### config.mk
export PLATFORM = sky130hd
export DESIGN_NAME = mult_unit
export DESIGN_NICKNAME = d
export VERILOG_FILES = /design/src/common/mult_pkg.sv /design/src/rtl/mult_unit.sv /design/src/mult_fu/mult_result.sv /design/src/mult_fu/mult_execute.sv /design/src/mult_fu/mult_decode.sv
export SDC_FILE = /design/constraint.sdc
export NUM_CORES = 1
export LEC_CHECK = 0
export BUFFER_PORTS_ARGS = -buffer_cell sky130_fd_sc_hd__buf_2
export CAP_MARGIN = 5
export CORE_MARGIN = 2
export CORE_UTILIZATION = 30
export CTS_CLUSTER_SIZE = 30
export DETAILED_ROUTE_END_ITERATION = 16
export PLACE_DENSITY_LB_ADDON = 0.3
export SLEW_MARGIN = 20
export SYNTH_ARGS = -nofsm -noshare
export SYNTH_HDL_FRONTEND = slang
export SYNTH_SLANG_ARGS = --single-unit
### constraint.sdc
create_clock -name clock -period 5.3 [get_ports clock]
set_input_delay 0.53 -clock clock [delete_from_list [all_inputs] [get_ports clock]]
set_output_delay 0.53 -clock clock [all_outputs]
set_load 0.05 [all_outputs]
### src/common/mult_pkg.sv
`default_nettype none

package mult_pkg;

	// datapath width, one RV32 word
	localparam int XLEN = 32;

	typedef logic [XLEN-1:0]   word_t;   // operands and result
	typedef logic [2*XLEN-1:0] dword_t;  // full product
	typedef logic [5:0]        tag_t;    // physical destination register
	typedef logic [2:0]        funct3_t;

	// RV32M funct3 encodings handled by this unit
	localparam funct3_t F3_MUL    = 3'd0;
	localparam funct3_t F3_MULH   = 3'd1;
	localparam funct3_t F3_MULHSU = 3'd2;
	localparam funct3_t F3_MULHU  = 3'd3;

	// decoded operation
	// selects signedness of each operand and which product half comes back
	typedef enum logic [1:0] {
		MUL_LO,     // low word, signedness irrelevant
		MUL_HI_SS,  // signed x signed
		MUL_HI_SU,  // signed x unsigned
		MUL_HI_UU   // unsigned x unsigned
	} mult_op_e;

	// iterative multiplier FSM
	typedef enum logic [1:0] {
		IDLE,
		RUN,
		DONE
	} exec_state_e;

endpackage

`default_nettype wire
### src/rtl/mult_unit.sv
`timescale 1ns/1ps
`default_nettype none

module mult_unit import mult_pkg::*; #(
	parameter int BITS_PER_CYCLE = 2  // multiplier digits per cycle
) (
	input  logic    clock,
	input  logic    arst_n,
	input  logic    issue_valid,
	input  funct3_t funct3,
	input  word_t   opa,
	input  word_t   opb,
	input  logic    operand_ready,
	input  logic    operand_update,
	input  tag_t    dest_tag,
	input  logic    squash,
	output logic    busy,
	output logic    result_valid,
	output word_t   result,
	output tag_t    result_tag
);
	logic     start;
	word_t    mag_a;
	word_t    mag_b;
	mult_op_e op;
	logic     negate;
	tag_t     tag;
	logic     done;
	dword_t   product;

	mult_decode decode_i (
		.clock          (clock),
		.arst_n         (arst_n),
		.issue_valid    (issue_valid),
		.funct3         (funct3),
		.opa            (opa),
		.opb            (opb),
		.operand_ready  (operand_ready),
		.operand_update (operand_update),
		.dest_tag       (dest_tag),
		.squash         (squash),
		.result_valid   (result_valid),  // frees the held op
		.busy           (busy),
		.start          (start),
		.mag_a          (mag_a),
		.mag_b          (mag_b),
		.op             (op),
		.negate         (negate),
		.tag            (tag)
	);

	mult_execute #(
		.BITS_PER_CYCLE (BITS_PER_CYCLE)
	) execute_i (
		.clock   (clock),
		.arst_n  (arst_n),
		.start   (start),
		.mag_a   (mag_a),
		.mag_b   (mag_b),
		.squash  (squash),
		.done    (done),
		.product (product)
	);

	mult_result result_i (
		.clock        (clock),
		.arst_n       (arst_n),
		.done         (done),
		.product      (product),
		.op           (op),
		.negate       (negate),
		.tag          (tag),
		.squash       (squash),
		.result_valid (result_valid),
		.result       (result),
		.result_tag   (result_tag)
	);

endmodule

`default_nettype wire

### src/mult_fu/mult_result.sv
`timescale 1ns/1ps
`default_nettype none

module mult_result import mult_pkg::*; (
	input  logic     clock,
	input  logic     arst_n,
	input  logic     done,
	input  dword_t   product,
	input  mult_op_e op,
	input  logic     negate,
	input  tag_t     tag,
	input  logic     squash,
	output logic     result_valid,
	output word_t    result,
	output tag_t     result_tag
);
	dword_t signed_prod;

	// magnitudes were multiplied, put the sign back on the full product
	assign signed_prod = negate ? -product : product;

	always_ff @(posedge clock or negedge arst_n) begin
		if (!arst_n)
			result_valid <= 1'b0;
		else
			result_valid <= done && !squash;  // squashed op never reports
	end

	always_ff @(posedge clock) begin
		if (done) begin
			if (op == MUL_LO)
				result <= signed_prod[XLEN-1:0];
			else
				result <= signed_prod[2*XLEN-1:XLEN];
			result_tag <= tag;
		end
	end

	a_result_pulse: assert property (@(posedge clock) disable iff (!arst_n)
		result_valid |=> !result_valid);

endmodule

`default_nettype wire

### src/mult_fu/mult_execute.sv
`timescale 1ns/1ps
`default_nettype none

module mult_execute import mult_pkg::*; #(
	parameter int BITS_PER_CYCLE = 2
) (
	input  logic   clock,
	input  logic   arst_n,
	input  logic   start,
	input  word_t  mag_a,
	input  word_t  mag_b,
	input  logic   squash,
	output logic   done,
	output dword_t product
);
	localparam int N  = XLEN / BITS_PER_CYCLE;  // digits per operand
	localparam int CW = $clog2(N);

	typedef logic [XLEN+BITS_PER_CYCLE-1:0] wide_t;

	if (BITS_PER_CYCLE < 1 || XLEN % BITS_PER_CYCLE != 0 || N < 2) begin : g_bad_digit
		$error("BITS_PER_CYCLE must divide XLEN and leave at least two digits");
	end

	exec_state_e      state_q;
	logic [CW-1:0]    count_q;
	dword_t           prod_q;  // {partial sum, remaining multiplier digits}

	// one radix-2^B digit of the multiplier, consumed from the low end
	function automatic dword_t shift_add(input dword_t acc, input word_t mcand);
		wide_t sum;
		sum = wide_t'(acc[2*XLEN-1:XLEN]);
		for (int i = 0; i < BITS_PER_CYCLE; i++) begin
			if (acc[i])
				sum = sum + (wide_t'(mcand) << i);
		end
		return {sum, acc[XLEN-1:BITS_PER_CYCLE]};
	endfunction

	assign done    = (state_q == DONE);
	assign product = prod_q;

	// first digit is taken at the start edge, N-1 more in RUN
	always_ff @(posedge clock or negedge arst_n) begin
		if (!arst_n) begin
			state_q <= IDLE;
			count_q <= '0;
		end else if (squash) begin
			state_q <= IDLE;
			count_q <= '0;
		end else begin
			case (state_q)
				IDLE: begin
					if (start) begin
						state_q <= RUN;
						count_q <= '0;
					end
				end
				RUN: begin
					if (count_q == CW'(N - 2))
						state_q <= DONE;  // last digit lands this edge
					else
						count_q <= count_q + 1'b1;
				end
				default: state_q <= IDLE;  // DONE lasts one cycle
			endcase
		end
	end

	// mag_a and mag_b stay stable until done
	always_ff @(posedge clock) begin
		if (state_q == IDLE && start)
			prod_q <= shift_add(dword_t'(mag_b), mag_a);
		else if (state_q == RUN)
			prod_q <= shift_add(prod_q, mag_a);
	end

	// done follows start by N cycles and lasts one
	a_done_pulse: assert property (@(posedge clock) disable iff (!arst_n || squash)
		state_q == IDLE && start |=> !done [*N-1] ##1 done ##1 !done);

endmodule

`default_nettype wire

### src/mult_fu/mult_decode.sv
`timescale 1ns/1ps
`default_nettype none

module mult_decode import mult_pkg::*; (
	input  logic     clock,
	input  logic     arst_n,
	input  logic     issue_valid,
	input  funct3_t  funct3,
	input  word_t    opa,
	input  word_t    opb,
	input  logic     operand_ready,
	input  logic     operand_update,
	input  tag_t     dest_tag,
	input  logic     squash,
	input  logic     result_valid,
	output logic     busy,
	output logic     start,
	output word_t    mag_a,
	output word_t    mag_b,
	output mult_op_e op,
	output logic     negate,
	output tag_t     tag
);
	logic     pending_q;  // an operation is held
	logic     waiting_q;  // held, operands still missing
	logic     accept;
	logic     ready_edge;
	mult_op_e op_next;
	mult_op_e sel_op;
	logic     a_neg;
	logic     b_neg;

	// slot frees in the result cycle itself
	assign busy       = pending_q && !result_valid;
	assign accept     = issue_valid && !busy;
	assign ready_edge = (accept && operand_ready) || (waiting_q && operand_update);

	always_comb begin
		case (funct3)
			F3_MULH:   op_next = MUL_HI_SS;
			F3_MULHSU: op_next = MUL_HI_SU;
			F3_MULHU:  op_next = MUL_HI_UU;
			default:   op_next = MUL_LO;  // F3_MUL
		endcase
	end

	// late operands use the op latched at issue
	always_comb begin
		sel_op = waiting_q ? op : op_next;
		a_neg  = (sel_op != MUL_HI_UU) && opa[XLEN-1];
		b_neg  = (sel_op == MUL_LO || sel_op == MUL_HI_SS) && opb[XLEN-1];
	end

	always_ff @(posedge clock or negedge arst_n) begin
		if (!arst_n) begin
			pending_q <= 1'b0;
			waiting_q <= 1'b0;
			start     <= 1'b0;
		end else if (squash) begin
			pending_q <= 1'b0;
			waiting_q <= 1'b0;
			start     <= 1'b0;
		end else begin
			start <= ready_edge;  // one pulse per operation
			if (accept) begin
				pending_q <= 1'b1;
				waiting_q <= !operand_ready;
			end else begin
				if (result_valid)
					pending_q <= 1'b0;
				if (waiting_q && operand_update)
					waiting_q <= 1'b0;
			end
		end
	end

	always_ff @(posedge clock) begin
		if (accept) begin
			op  <= op_next;
			tag <= dest_tag;
		end
		if (ready_edge) begin
			mag_a  <= a_neg ? -opa : opa;
			mag_b  <= b_neg ? -opb : opb;
			negate <= a_neg ^ b_neg;
		end
	end

	// no second start until the running operation returns or is squashed
	a_single_start: assert property (@(posedge clock) disable iff (!arst_n)
		start && !squash |=> !start until (result_valid || squash));

	// update and issue together while idle
	a_update_on_issue: assert property (@(posedge clock) disable iff (!arst_n)
		!(issue_valid && !busy && operand_update));

endmodule

`default_nettype wire

==> impl_metrics.ini <==
[detailed_routing]
vias = 13700
antenna_left = 0
wl_per_cell_um = 18.5
drt_iter0_drc = 940
routed_wl_um = 47300
drcViolationCount = 0
vias_per_cell = 5.35
first_pass_iters = 5

[floorplanning]
start_util_pct = 30.4
row_count = 83
fp.dieH_um = 232
ioPinCount = 119
core-area_um2 = 51500
die_x_um = 232
die-area_um2 = 54000

[timing]
tightest_slew_ns = 1.12
final-setup-viol-count = 0
hold_viol = 0
setup_tns_ns = 0
grt_setup_unrepaired = no
slew_headroom_pct = 24.9
post-route-min-period_ns = 4.96
whs_ns = 0.228
period_share_pct = 93.6
clock_skew_ns = 0.0179
drv_slew = 0
max_freq_mhz = 202

[layout]
antennaDiodeCount = 0
instances_no_fill = 2552
syn_to_final_growth_pct = 13.0
fillers = 5378
multi_input_area_um2 = 9760
drive_gt1_share_pct = 13.4
num-nets-final = 2041
final_cell_mix = 251 x nand2_1, 175 x edfxtp_1, 136 x a21oi_1
seqCellArea_um2 = 5510
final_common_cell = nand2_1

[run_status]
outcome = finished clean

[critical_path]
cp.arrival_ns = 5.19
critPathKind = flip-flop to flip-flop
r2r_slack_ns = 0.34
ff2ff_path_depth = 19
cp-end-kind = flip-flop
crit_fanout = 6
startpoint = execute_i.product[33]$_DFFE_PP_
r2r-start = execute_i.product[33]$_DFFE_PP_
start_kind = flip-flop
r2r_end = execute_i.product[58]$_DFFE_PP_
critPathRequiredTime_ns = 5.53

[global_routing]
grt_pass1_wl_um = 73200
grt_usage_pct = 17.5
grt_pass1_vias = 13000
antenna_found_initial = 0
grt_overflow = 0
grt_max_degree = 68

[place]
post-place-cells = 2517
place.port_buffers = 118
hpwlAfterDp_um = 36400
place.gp.congestion = 0.859

[yosys]
yosysSeqAreaShare_pct = 35.2
yosys_warnings = 0
ys.flop_type = edfxtp_1
synth-seq-cells = 185
syn_area_um2 = 15700
syn_avg_cell_area_um2 = 8.84
synth-edff-count = 175
ys_types = 81
async_reset_ff_share_pct = 5.41
syn_nets = 1953
syn-instance-count = 1771

[power_and_ir_drop]
power.density_nw_per_um2 = 296
leakage_nw = 6.82
ir_drop_v = 0.000205

[hold_path]
hold-path-cell-count = 1
hold_path_class = input port to flip-flop
worstHoldStart = dest_tag[4]
min_to = decode_i.tag[4]$_DFFE_PP_

[clock_tree]
worstSkewPairLatency_ns = 0.48
root_buffer = clkbuf_16
cts_tree = yes
cts_buffers = 17
cts_max_level = 4
clock-sinks = 185
path_clk_slew_ns = 0.08
clock_path_buffers = 2

[run]
drv_cap = 0
state kept, by name, indices dropped and copies added, names as in the netlist:
name,cells
decode_i.negate,1
result_i.result_valid,1
execute_i.state_q,2
execute_i.product,64
decode_i.waiting_q,1
decode_i.pending_q,1
decode_i.mag_b,32
decode_i.tag,6
decode_i.op,2
decode_i.mag_a,32
result_i.result_tag,6
execute_i.count_q,4
decode_i.start,1
result_i.result,32
metal layers:
layer / track usage (%) / up-vias / share of wire, %
met5: 0 / - / 0
met4: 5.61 / 0 / 2.5
met3: 2.24 / 58 / 3.5
met2: 30.9 / 314 / 50
met1: 22.0 / 6551 / 44
li1: - / 6741 / -
metrics by stage:
stage	setup WS [ns]	utilization (%)	power [mW]	area [µm²]
finish	0.339	34.4	5.24	17700
global route	0.0229	34.4	5.57	17700
CTS	0.192	34.3	5.26	17600
detailed placement	0.219	33.1	3.90	17000
global placement	0.266	33.1	3.89	17000
floorplan	0.666	-	3.37	15700
synth_stat cells (24+ instances only):
library cell	n	area share, %
mux2i_1	27	1.7
clkbuf_1	70	1.7
nor3_1	37	1.2
inv_1	41	0.98
a21oi_1	139	4.4
a211oi_1	29	1.4
and2_1	37	1.5
ha_1	100	8.0
nand2_1	251	6.0
a31oi_1	24	0.96
nand3_1	36	1.2
xnor2_1	108	6.0
edfxtp_1	175	34
o21ai_0	118	3.8
a21o_1	40	1.9
xor2_1	72	4.0
o31ai_1	27	1.3
nor2_1	113	2.7
cell type report:
cell class                 count  share of cell area (%)
clock inverter                15                    1.03
timing repair buffer         147                    4.58
multi-input combinational   1465                    55.2
inverter                      43                   0.912
sequential                   185                    31.1
clock buffer                  17                    2.40
tap                          680                    4.81
critical path: stages, from the launching register on:
cell and delay [ns]:
edfxtp_1 0.47, ha_1 0.32, a211oi_1 0.29, o21bai_1 0.15
a31o_2 0.28, nand4_1 0.13, nand2_1 0.10, xor2_1 0.15
mux2_2 0.28, ha_1 0.36, a21oi_1 0.16, o21ai_0 0.14
a21oi_1 0.20, o211ai_2 0.13, a221oi_1 0.48, o41ai_2 0.15
and3_1 0.25, a311oi_1 0.33, xnor2_1 0.10, o221a_2 0.23
power by group:
part | internal, mW | total, mW | leakage (nW) | switching [mW]
Combinational | 0.858 | 2.00 | 4.77 | 1.15
Clock | 0.676 | 1.34 | 0.293 | 0.663
Sequential | 1.76 | 1.90 | 1.76 | 0.134
logic make-up after synthesis:
| family | after synthesis | synth area share (%) |
|---|---|---|
| AND/OR/NAND/NOR | 626 | 19.5 |
| AO/OA/AOI/OAI | 512 | 21.0 |
| flip-flops | 185 | 35.2 |
| XOR/XNOR | 180 | 10.1 |
| buffers and inverters | 121 | 2.92 |
| adder cells (fa/ha/maj) | 103 | 8.37 |
| multiplexers | 44 | 2.95 |
how the worst max path moves through the flow:
stage	slack [ns]	depth (start not counted)	endpoint
2_1_floorplan	0.67	22	execute_i.product[58]$_DFFE_PP_
3_5_place_dp	0.22	20	execute_i.product[56]$_DFFE_PP_
5_1_grt	0.02	20	execute_i.product[61]$_DFFE_PP_
4_1_cts	0.19	20	execute_i.product[56]$_DFFE_PP_
3_3_place_gp	0.27	19	execute_i.product[56]$_DFFE_PP_
6_report	0.34	19	execute_i.product[58]$_DFFE_PP_
timing repair:
item / in CTS / in global routing
buffers inserted: 0 / 2
gates resized for setup: 0 / 8
endpoints found under the setup margin: 0 / 12
hold buffers: 1 / 0
endpoints found under the hold margin: 10 / 0
No activity file was read; power rests on OpenSTA's default activity.
